$ cat src/source/mips_decode_macros.svh
// Datapath widths, register count, opcodes, funct codes and ALU control codes
`ifndef MIPS_DECODE_MACROS_SVH
`define MIPS_DECODE_MACROS_SVH

`define MIPS_WORD_W        32
`define MIPS_REG_ADDR_W    5
`define MIPS_NUM_REGS      32

// Primary opcodes, instr[31:26]
`define OP_RTYPE           6'b000000
`define OP_ADDI            6'b001000
`define OP_SLTI            6'b001010
`define OP_LW              6'b100011
`define OP_SW              6'b101011
`define OP_BEQ             6'b000100
`define OP_BNE             6'b000101
`define OP_J               6'b000010

// R-type funct, instr[5:0]
`define FN_ADD             6'b100000
`define FN_SUB             6'b100010
`define FN_AND             6'b100100
`define FN_OR              6'b100101
`define FN_SLT             6'b101010

// ALU control codes seen by EX
`define ALU_AND            4'b0000
`define ALU_OR             4'b0001
`define ALU_ADD            4'b0010
`define ALU_SUB            4'b0110
`define ALU_SLT            4'b0111

`endif

$ cat src/source/mips_decode_pkg.sv
// Shared vector typedefs and packed structs for the decode stage
package mips_decode_pkg;

    `include "mips_decode_macros.svh"

    typedef logic [`MIPS_WORD_W-1:0]     word_t;      // Data or address word
    typedef logic [`MIPS_REG_ADDR_W-1:0] reg_addr_t;  // Register index
    typedef logic [3:0]                  alu_ctrl_t;  // ALU operation code

    // 13-bit control bundle carried from ID into EX
    typedef struct packed {
        logic      reg_write;   // W stage writes the register file
        logic      mem_to_reg;  // Write-back source is memory
        logic      mem_read;
        logic      mem_write;
        logic      alu_src;     // ALU operand b is the immediate
        logic      reg_dst;     // Destination is rd, not rt
        alu_ctrl_t alu_ctrl;
        logic      branch;
        logic      equal;       // 1 for beq, 0 for bne
        logic      jump;
    } ctrl_t;

    // Write-back port coming from W
    typedef struct packed {
        logic      reg_write;
        reg_addr_t dest;
        word_t     data;
    } wb_port_t;

    // M stage result seen by the early branch compare
    typedef struct packed {
        logic      reg_write;
        reg_addr_t dest;
        word_t     alu_result;
    } mem_fwd_t;

    // ID/EX pipeline register contents
    typedef struct packed {
        ctrl_t     ctrl;
        word_t     read_data_1;
        word_t     read_data_2;
        word_t     imm;         // Sign-extended immediate
        word_t     npc;
        reg_addr_t rs;
        reg_addr_t rt;
        reg_addr_t rd;
    } id_ex_t;

endpackage

$ cat src/source/decode_control.sv
// Main control decoder with stall bubbling for the decode stage
`timescale 1ns/100ps

`include "mips_decode_macros.svh"

module decode_control
    import mips_decode_pkg::*;
(
    input  word_t i_instr,   // Instruction in ID
    input  logic  i_stall,   // Hazard detector stall request
    output ctrl_t o_ctrl     // Decoded control or zero under stall
);

    logic [5:0] opcode;
    logic [5:0] funct;
    ctrl_t      ctrl_dec;

    assign opcode = i_instr[31:26];
    assign funct  = i_instr[5:0];

    always_comb begin
        ctrl_dec = '0;  // Unknown opcodes fall out as all zero
        case (opcode)
            `OP_RTYPE: begin
                ctrl_dec.reg_write = 1'b1;
                ctrl_dec.reg_dst   = 1'b1;
                case (funct)
                    `FN_ADD: ctrl_dec.alu_ctrl = `ALU_ADD;
                    `FN_SUB: ctrl_dec.alu_ctrl = `ALU_SUB;
                    `FN_AND: ctrl_dec.alu_ctrl = `ALU_AND;
                    `FN_OR:  ctrl_dec.alu_ctrl = `ALU_OR;
                    `FN_SLT: ctrl_dec.alu_ctrl = `ALU_SLT;
                    default: ctrl_dec = '0;  // Unsupported funct has no side effects
                endcase
            end
            `OP_ADDI: begin
                ctrl_dec.reg_write = 1'b1;
                ctrl_dec.alu_src   = 1'b1;
                ctrl_dec.alu_ctrl  = `ALU_ADD;
            end
            `OP_SLTI: begin
                ctrl_dec.reg_write = 1'b1;
                ctrl_dec.alu_src   = 1'b1;
                ctrl_dec.alu_ctrl  = `ALU_SLT;
            end
            `OP_LW: begin
                ctrl_dec.reg_write  = 1'b1;
                ctrl_dec.mem_to_reg = 1'b1;
                ctrl_dec.mem_read   = 1'b1;
                ctrl_dec.alu_src    = 1'b1;
                ctrl_dec.alu_ctrl   = `ALU_ADD;  // Base plus offset
            end
            `OP_SW: begin
                ctrl_dec.mem_write = 1'b1;
                ctrl_dec.alu_src   = 1'b1;
                ctrl_dec.alu_ctrl  = `ALU_ADD;
            end
            `OP_BEQ: begin
                ctrl_dec.branch   = 1'b1;
                ctrl_dec.equal    = 1'b1;
                ctrl_dec.alu_ctrl = `ALU_SUB;
            end
            `OP_BNE: begin
                ctrl_dec.branch   = 1'b1;
                ctrl_dec.alu_ctrl = `ALU_SUB;
            end
            `OP_J: begin
                ctrl_dec.jump = 1'b1;
            end
            default: ctrl_dec = '0;
        endcase
    end

    // A stalled instruction becomes a bubble with branch and jump dropped
    assign o_ctrl = i_stall ? ctrl_t'('0) : ctrl_dec;

endmodule

$ cat src/source/register_file.sv
// 32-entry register file, two reads with write-through, one write, zero register
`timescale 1ns/100ps

`include "mips_decode_macros.svh"

module register_file
    import mips_decode_pkg::*;
(
    input  logic      i_clk,
    input  logic      i_rst,
    input  reg_addr_t i_rs,        // Read address 1
    input  reg_addr_t i_rt,        // Read address 2
    input  wb_port_t  i_wb,        // Write port from W
    output word_t     o_rs_data,
    output word_t     o_rt_data
);

    word_t regs [`MIPS_NUM_REGS];
    logic  wr_en;

    // Writes to r0 are dropped
    assign wr_en = i_wb.reg_write && (i_wb.dest != '0);

    always_ff @(posedge i_clk) begin
        if (i_rst) begin
            for (int i = 0; i < `MIPS_NUM_REGS; i++) begin
                regs[i] <= '0;
            end
        end else if (wr_en) begin
            regs[i_wb.dest] <= i_wb.data;
        end
    end

    // Same-cycle write is returned on the read side
    function automatic word_t read_port(input reg_addr_t addr);
        word_t data;
        if (addr == '0)
            data = '0;
        else if (wr_en && (i_wb.dest == addr))
            data = i_wb.data;
        else
            data = regs[addr];
        return data;
    endfunction

    always_comb begin
        o_rs_data = read_port(i_rs);
        o_rt_data = read_port(i_rt);
    end

endmodule

$ cat src/source/eq_forward_unit.sv
// Forwarding selects for the branch equality operands
`timescale 1ns/100ps

module eq_forward_unit
    import mips_decode_pkg::*;
(
    input  reg_addr_t i_rs,
    input  reg_addr_t i_rt,
    input  mem_fwd_t  i_mem_fwd,   // Result sitting in M
    output logic      o_fwd_a,     // Take M result for operand a
    output logic      o_fwd_b      // Take M result for operand b
);

    logic mem_valid;

    // M forwards only a real register write to a nonzero register
    assign mem_valid = i_mem_fwd.reg_write && (i_mem_fwd.dest != '0);

    assign o_fwd_a = mem_valid && (i_mem_fwd.dest == i_rs);
    assign o_fwd_b = mem_valid && (i_mem_fwd.dest == i_rt);

endmodule

$ cat src/source/branch_unit.sv
// Forwarding muxes, equality compare, branch decision, immediate and targets
`timescale 1ns/100ps

`include "mips_decode_macros.svh"

module branch_unit
    import mips_decode_pkg::*;
(
    input  word_t    i_instr,
    input  word_t    i_npc,
    input  word_t    i_rs_data,      // Register file read 1
    input  word_t    i_rt_data,      // Register file read 2
    input  mem_fwd_t i_mem_fwd,
    input  logic     i_fwd_a,
    input  logic     i_fwd_b,
    input  ctrl_t    i_ctrl,
    output word_t    o_op_a,         // Forwarded operand a
    output word_t    o_op_b,         // Forwarded operand b
    output word_t    o_imm,          // Sign-extended immediate
    output logic     o_pc_src,       // Taken branch
    output logic     o_jump,
    output word_t    o_branch_addr,
    output word_t    o_jump_addr
);

    logic  operands_eq;
    word_t imm_shifted;

    assign o_op_a = i_fwd_a ? i_mem_fwd.alu_result : i_rs_data;
    assign o_op_b = i_fwd_b ? i_mem_fwd.alu_result : i_rt_data;

    assign operands_eq = (o_op_a == o_op_b);

    // beq takes on equal, bne on unequal
    assign o_pc_src = i_ctrl.branch && (operands_eq == i_ctrl.equal);
    assign o_jump   = i_ctrl.jump;   // Already cleared by a stall

    assign o_imm = {{(`MIPS_WORD_W-16){i_instr[15]}}, i_instr[15:0]};

    // Word offset relative to the next PC
    assign imm_shifted   = o_imm << 2;
    assign o_branch_addr = i_npc + imm_shifted;

    // Region bits from npc, word index from the instruction
    assign o_jump_addr = {i_npc[31:28], i_instr[25:0], 2'b00};

endmodule

$ cat src/source/id_ex_register.sv
// ID/EX pipeline register holding control, operands, immediate and register fields
`timescale 1ns/100ps

module id_ex_register
    import mips_decode_pkg::*;
(
    input  logic   i_clk,
    input  logic   i_rst,
    input  ctrl_t  i_ctrl,     // Zero when ID was stalled
    input  word_t  i_op_a,
    input  word_t  i_op_b,
    input  word_t  i_imm,
    input  word_t  i_npc,
    input  word_t  i_instr,
    output id_ex_t o_id_ex
);

    id_ex_t    id_ex_d;
    reg_addr_t rs;
    reg_addr_t rt;
    reg_addr_t rd;

    assign rs = i_instr[25:21];
    assign rt = i_instr[20:16];
    assign rd = i_instr[15:11];  // Only meaningful for R-type

    always_comb begin
        id_ex_d             = '0;
        id_ex_d.ctrl        = i_ctrl;
        id_ex_d.read_data_1 = i_op_a;
        id_ex_d.read_data_2 = i_op_b;
        id_ex_d.imm         = i_imm;
        id_ex_d.npc         = i_npc;
        id_ex_d.rs          = rs;
        id_ex_d.rt          = rt;
        id_ex_d.rd          = rd;
    end

    // Control of a stall bubble arrives already zero
    always_ff @(posedge i_clk) begin
        if (i_rst) begin
            o_id_ex <= '0;
        end else begin
            o_id_ex <= id_ex_d;
        end
    end

endmodule

$ cat src/source/decode_stage.sv
// Decode stage top level connecting control, register file, forwarding, branch and ID/EX
`timescale 1ns/100ps

module decode_stage
    import mips_decode_pkg::*;
(
    input  logic     i_clk,
    input  logic     i_rst,
    input  word_t    i_instr,        // Fetched instruction
    input  word_t    i_npc,          // PC + 4 of that instruction
    input  logic     i_stall,        // From the load-use hazard detector
    input  wb_port_t i_wb,           // W stage write-back
    input  mem_fwd_t i_mem_fwd,      // M stage forwarding view
    output id_ex_t   o_id_ex,
    output logic     o_pc_src,
    output logic     o_jump,
    output word_t    o_branch_addr,
    output word_t    o_jump_addr
);

    ctrl_t     ctrl;
    reg_addr_t rs;
    reg_addr_t rt;
    word_t     rs_data;
    word_t     rt_data;
    logic      fwd_a;
    logic      fwd_b;
    word_t     op_a;
    word_t     op_b;
    word_t     imm;

    assign rs = i_instr[25:21];
    assign rt = i_instr[20:16];

    decode_control u_decode_control (
        .i_instr (i_instr),
        .i_stall (i_stall),
        .o_ctrl  (ctrl)
    );

    register_file u_register_file (
        .i_clk     (i_clk),
        .i_rst     (i_rst),
        .i_rs      (rs),
        .i_rt      (rt),
        .i_wb      (i_wb),
        .o_rs_data (rs_data),
        .o_rt_data (rt_data)
    );

    eq_forward_unit u_eq_forward_unit (
        .i_rs      (rs),
        .i_rt      (rt),
        .i_mem_fwd (i_mem_fwd),
        .o_fwd_a   (fwd_a),
        .o_fwd_b   (fwd_b)
    );

    branch_unit u_branch_unit (
        .i_instr       (i_instr),
        .i_npc         (i_npc),
        .i_rs_data     (rs_data),
        .i_rt_data     (rt_data),
        .i_mem_fwd     (i_mem_fwd),
        .i_fwd_a       (fwd_a),
        .i_fwd_b       (fwd_b),
        .i_ctrl        (ctrl),
        .o_op_a        (op_a),
        .o_op_b        (op_b),
        .o_imm         (imm),
        .o_pc_src      (o_pc_src),
        .o_jump        (o_jump),
        .o_branch_addr (o_branch_addr),
        .o_jump_addr   (o_jump_addr)
    );

    id_ex_register u_id_ex_register (
        .i_clk   (i_clk),
        .i_rst   (i_rst),
        .i_ctrl  (ctrl),
        .i_op_a  (op_a),
        .i_op_b  (op_b),
        .i_imm   (imm),
        .i_npc   (i_npc),
        .i_instr (i_instr),
        .o_id_ex (o_id_ex)
    );

endmodule

$ cat config.mk
export PLATFORM = sky130hd
export DESIGN_NAME = decode_stage
export DESIGN_NICKNAME = d
export VERILOG_FILES = /design/src/source/mips_decode_pkg.sv /design/src/source/decode_control.sv /design/src/source/register_file.sv /design/src/source/eq_forward_unit.sv /design/src/source/branch_unit.sv /design/src/source/id_ex_register.sv /design/src/source/decode_stage.sv
export VERILOG_INCLUDE_DIRS = /design/src /design/src/source
export SDC_FILE = /design/constraint.sdc
export NUM_CORES = 2
export LEC_CHECK = 0
export BUFFER_PORTS_ARGS = -buffer_cell sky130_fd_sc_hd__buf_2
export CELL_PAD_IN_SITES_DETAIL_PLACEMENT = 0
export CELL_PAD_IN_SITES_GLOBAL_PLACEMENT = 1
export CORE_MARGIN = 2
export CORE_UTILIZATION = 35
export DETAILED_ROUTE_END_ITERATION = 10
export PLACE_DENSITY_LB_ADDON = 0.05
export SLEW_MARGIN = 20
export SYNTH_ARGS = -nofsm -noshare
export SYNTH_HDL_FRONTEND = slang
export SYNTH_SLANG_ARGS = --single-unit
$ cat constraint.sdc
create_clock -name i_clk -period 3.7 [get_ports i_clk]
set_input_delay 0.185 -clock i_clk [delete_from_list [all_inputs] [get_ports i_clk]]
set_output_delay 0.185 -clock i_clk [all_outputs]
set_load 0.05 [all_outputs]
==> flow_summary.json <==
{
  "period_needed_ns": 5.01,
  "hp-start": "i_mem_fwd[5]",
  "synth_edf_count": 1024,
  "ys_warn_count": 0,
  "cp_cell_sequence": "mux4_2, mux4_2, mux2_4, a222oi_1, xor2_1, nor4_4, buf_4, nand4_1, buf_6, nor3_4, buf_6, mux2i_4, buf_6",
  "boundaryPins": 365,
  "track_usage_pct": 33.3,
  "power_mw": 36.4,
  "dieArea_mm2": 0.180,
  "die_height_um": 424,
  "cp_common_cell": "buf_6",
  "ys_ff_latch": 1157,
  "setup_ws_ns": -1.31,
  "cts_tree": "built",
  "hp-class": "primary input to flop",
  "synth_cell_type_count": 82,
  "min_path_cells": 4,
  "holdWs_ns": 0.0321,
  "synthArstFlopShare_pct": 0,
  "fin_nets": 5611,
  "tns_ns": -1.31,
  "grt_setup_unrepaired": "true",
  "io_buffers": 361,
  "grt_max_degree": 64,
  "grt_util_met1_pct": 43.7,
  "crit_path_max_fanout": 2,
  "grt_pass1_vias": 46642,
  "leakage_nw": 28.9,
  "fillers": 16045,
  "fin_crit_sh_pct": 135,
  "syn_area_mm2": 0.0617,
  "vias_per_cell": 6.00,
  "dpl.hpwl_um": 204000,
  "cts_sinks": 1157,
  "wl_per_cell_um": 38.4,
  "cts_max_level": 4,
  "ant_nets": 0,
  "finalWeightedCongestion": 0.907,
  "drt-total-wl_um": 303000,
  "die-width_um": 424,
  "antenna_found_initial": 34,
  "root_buffer": "clkbuf_16",
  "holdPathEnd": "u_id_ex_register.o_id_ex[84]",
  "cp_num_buf_inv": 4,
  "worst_clock_skew_ns": 0.0225,
  "slowest_delay_ns": 0.50,
  "drv_slew": 0,
  "netlist_instances": 4479,
  "max_freq_mhz": 200,
  "r2r_start": "u_register_file.regs[31][18]",
  "ff2ff_path_depth": 18,
  "drive_gt1_share_pct": 35.6,
  "endpoint_kind": "output port",
  "drc": 0,
  "hold_viol_final": 0,
  "slew_headroom_pct": 25.6,
  "setup_viol": 1,
  "r2r-end": "u_id_ex_register.o_id_ex[97]",
  "power_density_mw_per_mm2": 466,
  "worstSetupPathType": "flop to output port",
  "ys_seq_area_share_pct": 54.1,
  "synth_flop_cell": "edfxtp_1",
  "numCtsBuffers": 143,
  "maxCapViolations": 0,
  "area_growth_pct": 26.5,
  "grtUsageMet2_pct": 53.2,
  "pre_cts_ws_ns": -1.34,
  "syn_area_per_cell_um2": 13.8,
  "tightest_slew_ns": 1.11,
  "grt-busiest-layer": "met2",
  "clk_latency_ns": 0.81,
  "grt_pass1_wl_um": 406000,
  "crit_family": "multiplexers",
  "grt-ovfl-total": 0,
  "max-vdd-ir-drop_mv": 0.362,
  "cp_slowest_cell": "mux4_2",
  "worstPathRequired_ns": 3.51,
  "violations": "setup timing",
  "rrSetupSlack_ns": 0.12,
  "status": "complete, but fails checks",
  "use_met3_pct": 5.37,
  "firstDrtPassIters": 8,
  "startpoint_type": "flop",
  "crit_arrival_ns": 4.83,
  "drtIter0Drc": 5958,
  "core_mm2": 0.176,
  "clkSlewWorstSetupHoldPaths_ns": 0.06,
  "via_count": 47388,
  "clk_path_buf_depth": 3,
  "start_util_pct": 35.1,
  "rows": 154
}
==> logic make-up (layout without fill, tap and decap cells) <==
family                   Yosys count  count (layout)  synth area share, %
AND/OR/NAND/NOR                 1530            1530                 14.0
flip-flops                      1157            1157                 54.1
multiplexers                     703             703                 20.6
buffers and inverters            543            1579                 4.21
AO/OA/AOI/OAI                    444             444                 5.41
XOR/XNOR                          71              71                 1.01
adder cells (fa/ha/maj)           30              30                0.620
other                              1              50              0.00608
==> cells in the mapped netlist (45+ instances only) <==
library cell	number	area, um^2
a221oi_1	45	394
clkbuf_1	305	1140
buf_2	86	430
and2_1	693	4340
buf_4	78	586
edfxtp_1	1024	30700
mux4_2	452	10200
nor2_1	132	495
a22oi_1	67	503
o21ai_0	45	225
nor3_1	341	1710
dfxtp_1	133	2660
nor2b_1	101	632
mux2i_1	217	2170
a21oi_1	56	280
nand2_1	85	319
==> layout make-up <==
type | instances | area, um^2 | share of cell area, %
Clock inverter | 59 | 490 | 0.628
Clock buffer | 197 | 4060 | 5.20
Inverter | 29 | 113 | 0.144
Sequential cell | 1157 | 33400 | 42.8
Tap cell | 2340 | 2930 | 3.75
Timing Repair Buffer | 1294 | 10700 | 13.7
Antenna cell | 15 | 37.5 | 0.0481
Multi-Input combinational cell | 2813 | 26400 | 33.8
==> report_power, final <==
group	switching (mW)	leakage, nW	internal [mW]
registers	0.387	10.9	15.0
logic	4.30	15.8	2.71
clock network	5.87	2.24	8.15
total	10.5	28.9	25.8
==> placed cells by master, fill, tap and decap left out, types with 40 or more instances in the layout <==
master	count
dfxtp_1	133
nand2_1	83
xnor2_1	40
mux4_2	452
o21ai_0	42
buf_4	682
edfxtp_1	1024
nor2b_1	98
a22oi_1	67
and2_1	693
nor3_1	340
a221oi_1	42
mux2i_1	215
a21oi_1	56
buf_2	348
clkbuf_16	153
dlygate4sd3_1	132
nor2_1	91
buf_12	112
==> through the flow <==
step / instances / utilization (%) / area, um^2
floorplan: 4513 / - / 61900
global placement: 7483 / 40.9 / 71800
detailed placement: 7483 / 40.9 / 71800
CTS: 7895 / 44.4 / 78000
global route: 7890 / 44.4 / 78100
finish: 7904 / 44.4 / 78100
==> worst register-to-register path: cells and delay by family (launching register included) <==
| family | cells | cell delay, ns |
|---|---|---|
| muxes | 3 | 1.31 |
| DFF | 1 | 0.41 |
| AOI/OAI and AO/OA | 1 | 0.45 |
| and+or+nand+nor | 1 | 0.03 |
| buffers and inverters | 13 | 1.24 |
==> registers in the layout (all words and copies together) (netlist names) <==
name                      cells
u_register_file.regs       1024
u_id_ex_register.o_id_ex    133
==> per-layer routing <==
layer  share of wire (%)  routed length [um]
met1                  39              120000
met5              0.0043                  13
met3                 8.3               25300
met2                  46              141000
met4                 5.7               17400
==> how the worst max path moves through the flow <==
stage | from | to | slack [ns] | depth (start not counted)
finish | u_register_file.regs[31][18] | o_pc_src | -1.31 | 13
global route | u_register_file.regs[28][18] | o_pc_src | -1.30 | 13
CTS | u_register_file.regs[15][16] | o_pc_src | -1.23 | 15
detailed placement | i_instr[21] | o_pc_src | -1.34 | 17
global placement | i_instr[21] | o_pc_src | -1.32 | 17
floorplan | i_instr[16] | o_pc_src | 0.001 | 16
==> timing repair <==
| action | CTS | global route |
|---|---|---|
| gates resized for setup | 35 | 15 |
| pin swaps | 9 | 7 |
| setup buffers | 24 | 4 |
| endpoints found under the setup margin | 1 | 10 |
| hold endpoints to repair | 106 | 1 |
| hold buffers | 132 | 1 |
Note: power is estimated with default switching activity, not from simulation.
